`src/verilog/eyemon_pkg.sv`:
```
`default_nettype none

package eyemon_pkg;

  localparam int BASE_DATA_W    = 32;
  localparam int BASE_ADDR_W    = 5;  // word offset << 2 as a byte address
  localparam int DPRIO_DATA_W   = 16;
  localparam int DPRIO_OFFSET_W = 12;
  localparam int QUAD_W         = 9;
  localparam int PHYS_CHNL_W    = 10;
  localparam int CHNL_MAX_W     = 4;  // up to 4 reconfig interfaces
  localparam int BUSY_BIT       = 8;  // busy flag in base control word

  localparam logic [PHYS_CHNL_W-1:0] ILLEGAL_PHYS_CHNL = '1;

  // word offsets on the base reconfig bus
  typedef enum logic [2:0] {
    BASE_LOGICAL   = 3'd1,
    BASE_PHYS      = 3'd2,
    BASE_CONTROL   = 3'd3,
    BASE_OFFSET    = 3'd4,
    BASE_DATA      = 3'd5,
    BASE_BUSY_FLAG = 3'd7
  } base_reg_e;

  // host side register map
  typedef enum logic [2:0] {
    CSR_CTRL    = 3'd0,
    CSR_LOGICAL = 3'd1,
    CSR_OFFSET  = 3'd2,
    CSR_DATA    = 3'd3,
    CSR_PHYS    = 3'd4
  } csr_addr_e;

  typedef enum logic [3:0] {
    IDLE,
    SEND_LOGICAL,
    READ_PHYS,
    CHECK_PHYS,
    SEND_OFFSET,
    SEND_DATA,
    SEND_CONTROL,
    SET_BUSY,
    WAIT_IRQ,
    POLL_BUSY,
    FINISH,
    CLEAR_BUSY
  } seq_state_e;

  typedef struct packed {
    logic                   start;
    logic                   is_read;
    base_reg_e              reg_sel;
    logic [BASE_DATA_W-1:0] wdata;
  } base_cmd_t;

  typedef struct packed {
    logic                      is_read;
    logic [QUAD_W-1:0]         quad;
    logic [CHNL_MAX_W-1:0]     channel;
    logic [DPRIO_OFFSET_W-1:0] offset;
    logic [DPRIO_DATA_W-1:0]   wdata;
  } dprio_req_t;

  // logical channel bits as clog2(4*n) kept within 2..4
  function automatic int chnl_w(input int num_if);
    int w;
    w = $clog2(4 * num_if);
    if (w < 2)
      w = 2;
    if (w > CHNL_MAX_W)
      w = CHNL_MAX_W;
    return w;
  endfunction

endpackage

`default_nettype wire

```
`src/verilog/base_master.sv`:
```
`default_nettype none

module base_master (
  input  wire                                  reconfig_clk,
  input  wire                                  reset,
  input  eyemon_pkg::base_cmd_t                i_cmd,
  output logic [eyemon_pkg::BASE_ADDR_W-1:0]   o_base_address,
  output logic [eyemon_pkg::BASE_DATA_W-1:0]   o_base_writedata,
  output logic                                 o_base_write,
  output logic                                 o_base_read,
  input  wire                                  i_base_waitrequest,
  input  wire  [eyemon_pkg::BASE_DATA_W-1:0]   i_base_readdata,
  output logic                                 o_cmd_done,
  output logic [eyemon_pkg::BASE_DATA_W-1:0]   o_rdata
);

  logic active;
  logic accept;

  assign active = o_base_write | o_base_read;
  assign accept = active & ~i_base_waitrequest;  // slave takes the transfer this edge

  // strobes and done pulse
  always_ff @(posedge reconfig_clk or posedge reset)
  begin
    if (reset)
    begin
      o_base_write <= 1'b0;
      o_base_read  <= 1'b0;
      o_cmd_done   <= 1'b0;
    end
    else
    begin
      o_cmd_done <= accept;
      if (i_cmd.start)
      begin
        o_base_write <= ~i_cmd.is_read;
        o_base_read  <= i_cmd.is_read;
      end
      else if (accept)
      begin
        o_base_write <= 1'b0;
        o_base_read  <= 1'b0;
      end
    end
  end

  // address and data only move on a new command
  always_ff @(posedge reconfig_clk)
  begin
    if (i_cmd.start)
    begin
      o_base_address   <= {i_cmd.reg_sel, 2'b00};  // word to byte address
      o_base_writedata <= i_cmd.wdata;
    end
    if (o_base_read && !i_base_waitrequest)
      o_rdata <= i_base_readdata;
  end

endmodule

`default_nettype wire

```
`src/verilog/eyemon_bridge.sv`:
```
`default_nettype none

module eyemon_bridge #(
  parameter int NUM_INTERFACES = 1
) (
  input  wire                                  reconfig_clk,
  input  wire                                  reset,
  input  wire  [2:0]                           i_address,
  input  wire                                  i_write,
  input  wire  [31:0]                          i_writedata,
  input  wire                                  i_read,
  output logic [31:0]                          o_readdata,
  output logic                                 o_irq,
  output logic [eyemon_pkg::BASE_ADDR_W-1:0]   o_base_address,
  output logic [eyemon_pkg::BASE_DATA_W-1:0]   o_base_writedata,
  output logic                                 o_base_write,
  output logic                                 o_base_read,
  input  wire                                  i_base_waitrequest,
  input  wire  [eyemon_pkg::BASE_DATA_W-1:0]   i_base_readdata,
  input  wire                                  i_base_irq,
  output logic                                 o_base_req,
  input  wire                                  i_base_grant
);

  eyemon_pkg::dprio_req_t req;
  eyemon_pkg::base_cmd_t  cmd;
  logic start;
  logic busy;
  logic done;
  logic error;
  logic [eyemon_pkg::DPRIO_DATA_W-1:0] rdata;
  logic [eyemon_pkg::PHYS_CHNL_W-1:0]  phys;
  logic cmd_done;
  logic [eyemon_pkg::BASE_DATA_W-1:0]  cmd_rdata;

  eyemon_csr #(.NUM_INTERFACES(NUM_INTERFACES)) eyemon_csr_inst (
    .reconfig_clk (reconfig_clk),
    .reset        (reset),
    .i_address    (i_address),
    .i_write      (i_write),
    .i_writedata  (i_writedata),
    .i_read       (i_read),
    .o_readdata   (o_readdata),
    .i_busy       (busy),
    .i_done       (done),
    .i_error      (error),
    .i_rdata      (rdata),
    .i_phys       (phys),
    .o_req        (req),
    .o_start      (start)
  );

  eyemon_sequencer #(.NUM_INTERFACES(NUM_INTERFACES)) eyemon_sequencer_inst (
    .reconfig_clk (reconfig_clk),
    .reset        (reset),
    .i_req        (req),
    .i_start      (start),
    .o_cmd        (cmd),
    .i_cmd_done   (cmd_done),
    .i_cmd_rdata  (cmd_rdata),
    .i_base_irq   (i_base_irq),
    .i_base_grant (i_base_grant),
    .o_base_req   (o_base_req),
    .o_busy       (busy),
    .o_done       (done),
    .o_error      (error),
    .o_rdata      (rdata),
    .o_phys       (phys),
    .o_irq        (o_irq)
  );

  base_master base_master_inst (
    .reconfig_clk       (reconfig_clk),
    .reset              (reset),
    .i_cmd              (cmd),
    .o_base_address     (o_base_address),
    .o_base_writedata   (o_base_writedata),
    .o_base_write       (o_base_write),
    .o_base_read        (o_base_read),
    .i_base_waitrequest (i_base_waitrequest),
    .i_base_readdata    (i_base_readdata),
    .o_cmd_done         (cmd_done),
    .o_rdata            (cmd_rdata)
  );

endmodule

`default_nettype wire

```
`src/verilog/eyemon_csr.sv`:
```
`default_nettype none

module eyemon_csr #(
  parameter int NUM_INTERFACES = 1
) (
  input  wire                                     reconfig_clk,
  input  wire                                     reset,
  input  wire  [2:0]                              i_address,
  input  wire                                     i_write,
  input  wire  [31:0]                             i_writedata,
  input  wire                                     i_read,
  output logic [31:0]                             o_readdata,
  input  wire                                     i_busy,
  input  wire                                     i_done,
  input  wire                                     i_error,
  input  wire  [eyemon_pkg::DPRIO_DATA_W-1:0]     i_rdata,
  input  wire  [eyemon_pkg::PHYS_CHNL_W-1:0]      i_phys,
  output eyemon_pkg::dprio_req_t                  o_req,
  output logic                                    o_start
);

  localparam int CHNL_W = eyemon_pkg::chnl_w(NUM_INTERFACES);
  localparam int CMAX_W = eyemon_pkg::CHNL_MAX_W;
  localparam logic [CMAX_W-1:0] CHNL_MASK = {CMAX_W{1'b1}} >> (CMAX_W - CHNL_W);
  localparam int LOG_PAD = 32 - eyemon_pkg::QUAD_W - CHNL_W;

  eyemon_pkg::dprio_req_t req_q;
  logic error_q;
  logic [eyemon_pkg::DPRIO_DATA_W-1:0] rdata_q;  // last read result
  logic [eyemon_pkg::PHYS_CHNL_W-1:0]  phys_q;   // last mapped channel
  logic ctrl_wr;
  logic start_ok;
  logic [31:0] rd_mux;

  assign ctrl_wr  = i_write && (i_address == eyemon_pkg::CSR_CTRL);
  // o_start covers the cycle before the sequencer raises busy
  assign start_ok = ctrl_wr && (i_writedata[1:0] != 2'b00) && !i_busy && !o_start;
  assign o_req    = req_q;

  always_ff @(posedge reconfig_clk or posedge reset)
  begin
    if (reset)
    begin
      o_start    <= 1'b0;
      error_q    <= 1'b0;
      o_readdata <= '0;
    end
    else
    begin
      o_start <= start_ok;
      if (i_done)
        error_q <= i_error;
      if (i_read)
        o_readdata <= rd_mux;
    end
  end

  always_ff @(posedge reconfig_clk)
  begin
    if (start_ok)
      req_q.is_read <= ~i_writedata[0];  // write wins when both set
    if (i_write && (i_address == eyemon_pkg::CSR_LOGICAL))
    begin
      req_q.channel <= i_writedata[CMAX_W-1:0] & CHNL_MASK;
      req_q.quad    <= i_writedata[CHNL_W +: eyemon_pkg::QUAD_W];
    end
    if (i_write && (i_address == eyemon_pkg::CSR_OFFSET))
      req_q.offset <= i_writedata[eyemon_pkg::DPRIO_OFFSET_W-1:0];
    if (i_write && (i_address == eyemon_pkg::CSR_DATA))
      req_q.wdata <= i_writedata[eyemon_pkg::DPRIO_DATA_W-1:0];
    if (i_done)
    begin
      phys_q <= i_phys;
      if (req_q.is_read && !i_error)
        rdata_q <= i_rdata;
    end
  end

  always_comb
  begin
    case (i_address)
      eyemon_pkg::CSR_CTRL:    rd_mux = {30'd0, error_q, i_busy};
      eyemon_pkg::CSR_LOGICAL: rd_mux = {{LOG_PAD{1'b0}}, req_q.quad, req_q.channel[CHNL_W-1:0]};
      eyemon_pkg::CSR_OFFSET:  rd_mux = {{(32 - eyemon_pkg::DPRIO_OFFSET_W){1'b0}}, req_q.offset};
      eyemon_pkg::CSR_DATA:    rd_mux = {{(32 - eyemon_pkg::DPRIO_DATA_W){1'b0}}, rdata_q};
      eyemon_pkg::CSR_PHYS:    rd_mux = {{(32 - eyemon_pkg::PHYS_CHNL_W){1'b0}}, phys_q};
      default:                 rd_mux = '0;
    endcase
  end

endmodule

`default_nettype wire

```
`src/verilog/eyemon_sequencer.sv`:
```
`default_nettype none

module eyemon_sequencer #(
  parameter int NUM_INTERFACES = 1
) (
  input  wire                                  reconfig_clk,
  input  wire                                  reset,
  input  eyemon_pkg::dprio_req_t               i_req,
  input  wire                                  i_start,
  output eyemon_pkg::base_cmd_t                o_cmd,
  input  wire                                  i_cmd_done,
  input  wire  [eyemon_pkg::BASE_DATA_W-1:0]   i_cmd_rdata,
  input  wire                                  i_base_irq,
  input  wire                                  i_base_grant,
  output logic                                 o_base_req,
  output logic                                 o_busy,
  output logic                                 o_done,
  output logic                                 o_error,
  output logic [eyemon_pkg::DPRIO_DATA_W-1:0]  o_rdata,
  output logic [eyemon_pkg::PHYS_CHNL_W-1:0]   o_phys,
  output logic                                 o_irq
);

  localparam int CHNL_W = eyemon_pkg::chnl_w(NUM_INTERFACES);
  localparam int DW     = eyemon_pkg::BASE_DATA_W;
  localparam int LOG_PAD = DW - eyemon_pkg::QUAD_W - CHNL_W;

  eyemon_pkg::seq_state_e state;
  eyemon_pkg::dprio_req_t req_q;
  logic pending;  // command out at base_master
  logic issue;
  logic cmd_start_q;
  logic cmd_rd_q;
  eyemon_pkg::base_reg_e cmd_reg_q;
  logic [DW-1:0] cmd_wdata_q;

  logic cmd_valid;
  logic cmd_rd;
  eyemon_pkg::base_reg_e cmd_reg;
  logic [DW-1:0] cmd_wdata;

  assign o_cmd = '{start: cmd_start_q, is_read: cmd_rd_q, reg_sel: cmd_reg_q,
                   wdata: cmd_wdata_q};
  assign issue = cmd_valid && !pending && i_base_grant;

  // base access belonging to each state
  always_comb
  begin
    cmd_valid = 1'b1;
    cmd_rd    = 1'b0;
    cmd_reg   = eyemon_pkg::BASE_CONTROL;
    cmd_wdata = '0;
    case (state)
      eyemon_pkg::SEND_LOGICAL:
      begin
        cmd_reg   = eyemon_pkg::BASE_LOGICAL;
        cmd_wdata = {{LOG_PAD{1'b0}}, req_q.quad, req_q.channel[CHNL_W-1:0]};
      end
      eyemon_pkg::READ_PHYS:
      begin
        cmd_rd  = 1'b1;
        cmd_reg = eyemon_pkg::BASE_PHYS;
      end
      eyemon_pkg::SEND_OFFSET:
      begin
        cmd_reg   = eyemon_pkg::BASE_OFFSET;
        cmd_wdata = {{(DW - eyemon_pkg::DPRIO_OFFSET_W){1'b0}}, req_q.offset};
      end
      eyemon_pkg::SEND_DATA:
      begin
        cmd_reg   = eyemon_pkg::BASE_DATA;
        cmd_wdata = {{(DW - eyemon_pkg::DPRIO_DATA_W){1'b0}}, req_q.wdata};
      end
      // bit 0 write, bit 1 read
      eyemon_pkg::SEND_CONTROL: cmd_wdata = {{(DW - 2){1'b0}}, req_q.is_read, ~req_q.is_read};
      eyemon_pkg::SET_BUSY:
      begin
        cmd_reg   = eyemon_pkg::BASE_BUSY_FLAG;
        cmd_wdata = {{(DW - 1){1'b0}}, 1'b1};
      end
      eyemon_pkg::POLL_BUSY: cmd_rd = 1'b1;
      eyemon_pkg::FINISH:
      begin
        cmd_rd  = req_q.is_read;  // write gets a zero ack to control
        cmd_reg = req_q.is_read ? eyemon_pkg::BASE_DATA : eyemon_pkg::BASE_CONTROL;
      end
      eyemon_pkg::CLEAR_BUSY: cmd_reg = eyemon_pkg::BASE_BUSY_FLAG;
      default: cmd_valid = 1'b0;  // idle, check and irq wait issue nothing
    endcase
  end

  always_ff @(posedge reconfig_clk or posedge reset)
  begin
    if (reset)
    begin
      state       <= eyemon_pkg::IDLE;
      pending     <= 1'b0;
      cmd_start_q <= 1'b0;
      o_base_req  <= 1'b0;
      o_busy      <= 1'b0;
      o_done      <= 1'b0;
      o_error     <= 1'b0;
      o_irq       <= 1'b0;
    end
    else
    begin
      cmd_start_q <= issue;
      o_done      <= 1'b0;
      o_irq       <= 1'b0;
      if (issue)
        pending <= 1'b1;
      else if (i_cmd_done)
        pending <= 1'b0;

      case (state)
        eyemon_pkg::IDLE:
          if (i_start)
          begin
            o_busy     <= 1'b1;
            o_base_req <= 1'b1;
            o_error    <= 1'b0;
            state      <= eyemon_pkg::SEND_LOGICAL;
          end
        eyemon_pkg::SEND_LOGICAL:
          if (i_cmd_done)
            state <= eyemon_pkg::READ_PHYS;
        eyemon_pkg::READ_PHYS:
          if (i_cmd_done)
            state <= eyemon_pkg::CHECK_PHYS;
        eyemon_pkg::CHECK_PHYS:
          if (o_phys == eyemon_pkg::ILLEGAL_PHYS_CHNL)
          begin
            o_error    <= 1'b1;  // unmapped channel ends before touching the base
            o_done     <= 1'b1;
            o_irq      <= 1'b1;
            o_busy     <= 1'b0;
            o_base_req <= 1'b0;
            state      <= eyemon_pkg::IDLE;
          end
          else
            state <= eyemon_pkg::SEND_OFFSET;
        eyemon_pkg::SEND_OFFSET:
          if (i_cmd_done)
            state <= req_q.is_read ? eyemon_pkg::SEND_CONTROL : eyemon_pkg::SEND_DATA;
        eyemon_pkg::SEND_DATA:
          if (i_cmd_done)
            state <= eyemon_pkg::SEND_CONTROL;
        eyemon_pkg::SEND_CONTROL:
          if (i_cmd_done)
            state <= eyemon_pkg::SET_BUSY;
        eyemon_pkg::SET_BUSY:
          if (i_cmd_done)
            state <= eyemon_pkg::WAIT_IRQ;
        eyemon_pkg::WAIT_IRQ:
          if (!i_base_irq)  // irq level spans the base operation
            state <= eyemon_pkg::POLL_BUSY;
        eyemon_pkg::POLL_BUSY:
          if (i_cmd_done && !i_cmd_rdata[eyemon_pkg::BUSY_BIT])
            state <= eyemon_pkg::FINISH;  // still busy reissues the read
        eyemon_pkg::FINISH:
          if (i_cmd_done)
            state <= eyemon_pkg::CLEAR_BUSY;
        eyemon_pkg::CLEAR_BUSY:
          if (i_cmd_done)
          begin
            o_done     <= 1'b1;
            o_irq      <= 1'b1;
            o_busy     <= 1'b0;
            o_base_req <= 1'b0;
            state      <= eyemon_pkg::IDLE;
          end
        default: state <= eyemon_pkg::IDLE;
      endcase
    end
  end

  always_ff @(posedge reconfig_clk)
  begin
    if ((state == eyemon_pkg::IDLE) && i_start)
      req_q <= i_req;
    if (issue)
    begin
      cmd_rd_q    <= cmd_rd;
      cmd_reg_q   <= cmd_reg;
      cmd_wdata_q <= cmd_wdata;
    end
    if ((state == eyemon_pkg::READ_PHYS) && i_cmd_done)
      o_phys <= i_cmd_rdata[eyemon_pkg::PHYS_CHNL_W-1:0];
    if ((state == eyemon_pkg::FINISH) && i_cmd_done && req_q.is_read)
      o_rdata <= i_cmd_rdata[eyemon_pkg::DPRIO_DATA_W-1:0];
  end

endmodule

`default_nettype wire
```
`config.mk`:
```
export PLATFORM = sky130hd
export DESIGN_NAME = eyemon_bridge
export DESIGN_NICKNAME = d
export VERILOG_FILES = /design/src/verilog/eyemon_pkg.sv /design/src/verilog/base_master.sv /design/src/verilog/eyemon_bridge.sv /design/src/verilog/eyemon_csr.sv /design/src/verilog/eyemon_sequencer.sv
export SDC_FILE = /design/constraint.sdc
export NUM_CORES = 1
export LEC_CHECK = 0
export BUFFER_PORTS_ARGS = -buffer_cell sky130_fd_sc_hd__buf_4
export CAP_MARGIN = 20
export CORE_UTILIZATION = 35
export DETAILED_ROUTE_END_ITERATION = 7
export SYNTH_ARGS = -nofsm -noshare
export SYNTH_HDL_FRONTEND = slang
export SYNTH_SLANG_ARGS = --single-unit
```
`constraint.sdc`:
```
create_clock -name reconfig_clk -period 5.3 [get_ports reconfig_clk]
set_clock_uncertainty 0.15 [all_clocks]
set_input_delay 0.265 -clock reconfig_clk [delete_from_list [all_inputs] [get_ports reconfig_clk]]
set_output_delay 0.265 -clock reconfig_clk [all_outputs]
set_load 0.1 [all_outputs]
```
==> results.toml <==
[sta]
drv_slew = 0
rsz0062_at_grt = "no"
fin_hold_ws_ps = 27.9
relSlewSlack_pct = 38.1
finalSetupViolCount = 0
tightest_slew_ps = 925
max_freq_mhz = 399
period_share_pct = 47.3
setup_tns_ps = 0
hold_viol = 0
min_period_ps = 2510

[clock_network]
clk_path_buf_depth = 3
cts_buffers = 24
cts_resized = 0
cts_tree = "yes"
cts-htree-levels = 1
cts_root_buf = "clkbuf_16"
clock_sinks = 217
insertion_delay_ps = 500
path_clk_slew_ps = 60

[worst_setup_path]
reg2reg_from = "eyemon_sequencer_inst.state[2]$_DFFE_PP0P_"
crit_end = "eyemon_sequencer_inst.cmd_wdata_q[1]$_DFFE_PP_"
crit_path_cell_trace = "nand2b_1, nor2_1, a22oi_1, o21ai_0"
cp-start-kind = "flip-flop"
end_kind = "flip-flop"
critPathKind = "reg2reg"
required_ps = 5480
max_stage_delay_ps = 810
worstSetupStartpoint = "eyemon_sequencer_inst.state[2]$_DFFE_PP0P_"
rrSetupSlack_ps = 2790
cp.arrival_ps = 2690
cp_max_fo = 20
reg2reg_to = "eyemon_sequencer_inst.cmd_wdata_q[1]$_DFFE_PP_"
reg2reg_depth = 4
crit_slowest_cell = "dfrtp_1"

[detailed_routing]
drc = 0
dr.pass1.iters = 4
routed-via-count = 4133
avgRoutedWirePerCell_um = 15.9
first_iter_violations = 183
viasPerCell = 4.55
wl_um = 14500
antenna_left = 0

[global_route]
met3_usage_pct = 2.69
grt_pass1_vias = 4071
overflow = 0
antenna_found_initial = 0
grt_max_degree = 42
grt_pass1_wl_um = 22700
grt_usage_pct = 12.5
grt_use_met1_pct = 15.9
met2_usage_pct = 20.9
grt_busiest_layer = "met2"

[logic_synthesis]
synth_edf_count = 187
synth_top_area_share_pct = 69.9
synthesis.area_mm2 = 0.00803
yosysSeqAreaShare_pct = 79.3
synth_cells = 474
async_reset_ff_share_pct = 13.8
ys_ff_latch = 217
synth_ff_type = "edfxtp_1"
syn_area_per_cell_um2 = 16.9
synth_area_leaders = "edfxtp_1, dfrtp_1, buf_4, nand2_1, a22oi_1"
yosysTopAreaCell = "edfxtp_1"
ys.warnings.count = 0
synth.distinct_cells = 49

[power_and_ir_drop]
ir_worst_vdd_v = 0.000225
pwr_density_cell_mw_per_mm2 = 491
p_leak_nw = 3.66

[run_status]
status = "complete, no violations"

[floorplanning]
dieArea_mm2 = 0.0236
core_mm2 = 0.0226
die_y_um = 153
io_pins = 147
die_w_um = 153
fp-row-count = 55
start_util_pct = 35.6

[cells_and_area]
final_common_cell = "edfxtp_1"
layout-drive-gt1-share_pct = 23.8
final_cells = 908
final_cell_mix = "edfxtp_1, buf_4, nand2_1"
num-nets-final = 680
syn_to_final_growth_pct = 24.7
n_antenna_cell = 0
fillerInstances = 1962

[hold_path]
min_path_type = "in2reg"

[placed_design]
io_buffers = 80
dp_cells = 828
gp_congestion = 0.769
hpwlAfterDp_um = 9650

[job]
drv_cap = 0
routing by layer:
metal	vias up	part of all wire [%]
met2	136	49
li1	1976	-
met1	1993	44
met4	0	2.4
met3	28	5.4
met5	-	0
Yosys cell counts, types with 2 or more instances:
| master | count |
|---|---|
| edfxtp_1 | 187 |
| nand2_1 | 47 |
| buf_4 | 36 |
| dfrtp_1 | 30 |
| a22oi_1 | 23 |
| nor2_1 | 16 |
| inv_1 | 13 |
| mux2_2 | 11 |
| o211ai_1 | 11 |
| o21ai_0 | 11 |
| buf_2 | 10 |
| o21a_1 | 8 |
| a21oi_1 | 7 |
| nor3_1 | 5 |
| o22ai_1 | 5 |
| and2_1 | 4 |
| clkbuf_1 | 4 |
| mux2i_1 | 4 |
| nor2b_1 | 4 |
| and3_1 | 2 |
| buf_6 | 2 |
| mux4_2 | 2 |
| nand2b_1 | 2 |
| nand3_1 | 2 |
| nand3b_1 | 2 |
| nand4_1 | 2 |
| or3_1 | 2 |
critical path, delay by kind of cell (launching register included):
family | cells | cell delay (ps)
simple gates | 2 | 1020
compound gates | 2 | 350
flops | 1 | 810
stage by stage:
step	power (W)	utilization, %	cell area, um2	setup slack, ps
6_report	0.00491	44.4	10000	2790
3_5_place_dp	0.00330	39.1	8840	2760
2_1_floorplan	0.00307	-	8150	1510
3_3_place_gp	0.00327	39.1	8840	2900
5_1_grt	0.00511	44.4	10000	2560
4_1_cts	0.00496	44.2	9980	2740
power breakdown:
part	switching [W]	internal, W	total (W)
logic	0.000790	0.000277	0.00107
registers	0.000144	0.00207	0.00222
clock network	0.000619	0.00101	0.00163
total	0.00155	0.00336	0.00491
sequential cells by signal, indices dropped and copies added (netlist names), 3 cells and up:
signal and cells:
eyemon_sequencer_inst.cmd_reg_q 3, eyemon_csr_inst.o_req 40, eyemon_sequencer_inst.o_phys 10, eyemon_csr_inst.rdata_q 16, base_master_inst.o_rdata 16, eyemon_sequencer_inst.state 4
eyemon_sequencer_inst.cmd_wdata_q 16, base_master_inst.o_base_address 3, eyemon_csr_inst.phys_q 10, base_master_inst.o_base_writedata 16, eyemon_csr_inst.o_readdata 16, eyemon_sequencer_inst.o_rdata 16
eyemon_sequencer_inst.req_q 40
cell families (layout without fill, tap and decap cells):
family / after synthesis / after routing / share of synthesized area [%]
DFF: 217 / 217 / 79.3
and+or+nand+nor: 99 / 99 / 6.51
AOI/OAI and AO/OA: 74 / 74 / 6.37
buffers and inverters: 65 / 181 / 5.06
muxes: 17 / 17 / 2.60
other: 1 / 34 / 0.0467
xor gates and xnor gates: 1 / 1 / 0.109
worst min path at each step:
stage                     slack [ps]  cells past startpoint                                        end               start
after floorplan                  180                      1      base_master_inst.o_cmd_done$_DFF_PP0_  i_base_waitrequest
after CTS                          5                      3   eyemon_sequencer_inst.cmd_rd_q$_DFFE_PP_        i_base_grant
after global routing              40                      3   eyemon_sequencer_inst.cmd_rd_q$_DFFE_PP_        i_base_grant
after detailed placement         240                      3   base_master_inst.o_base_read$_DFFE_PP0P_               reset
final                             30                      3   eyemon_sequencer_inst.cmd_rd_q$_DFFE_PP_        i_base_grant
after global placement           240                      3  base_master_inst.o_base_write$_DFFE_PP0P_               reset
layout make-up:
| type | instances | area [um2] | share of cell area [%] |
|---|---|---|---|
| clock inverters | 11 | 136 | 1.36 |
| well taps | 285 | 357 | 3.56 |
| repair buffers | 125 | 1050 | 10.5 |
| multi-input cells | 225 | 1400 | 14.0 |
| clock buffers | 32 | 652 | 6.51 |
| flip-flops and latches | 217 | 6370 | 63.6 |
| inverters | 13 | 48.8 | 0.487 |
timing repair:
item                                   in CTS  in global routing
setup buffers                               0                  0
endpoints found under the hold margin      90                  0
hold buffers                               36                  0
Power figures use the tool's default switching activity.
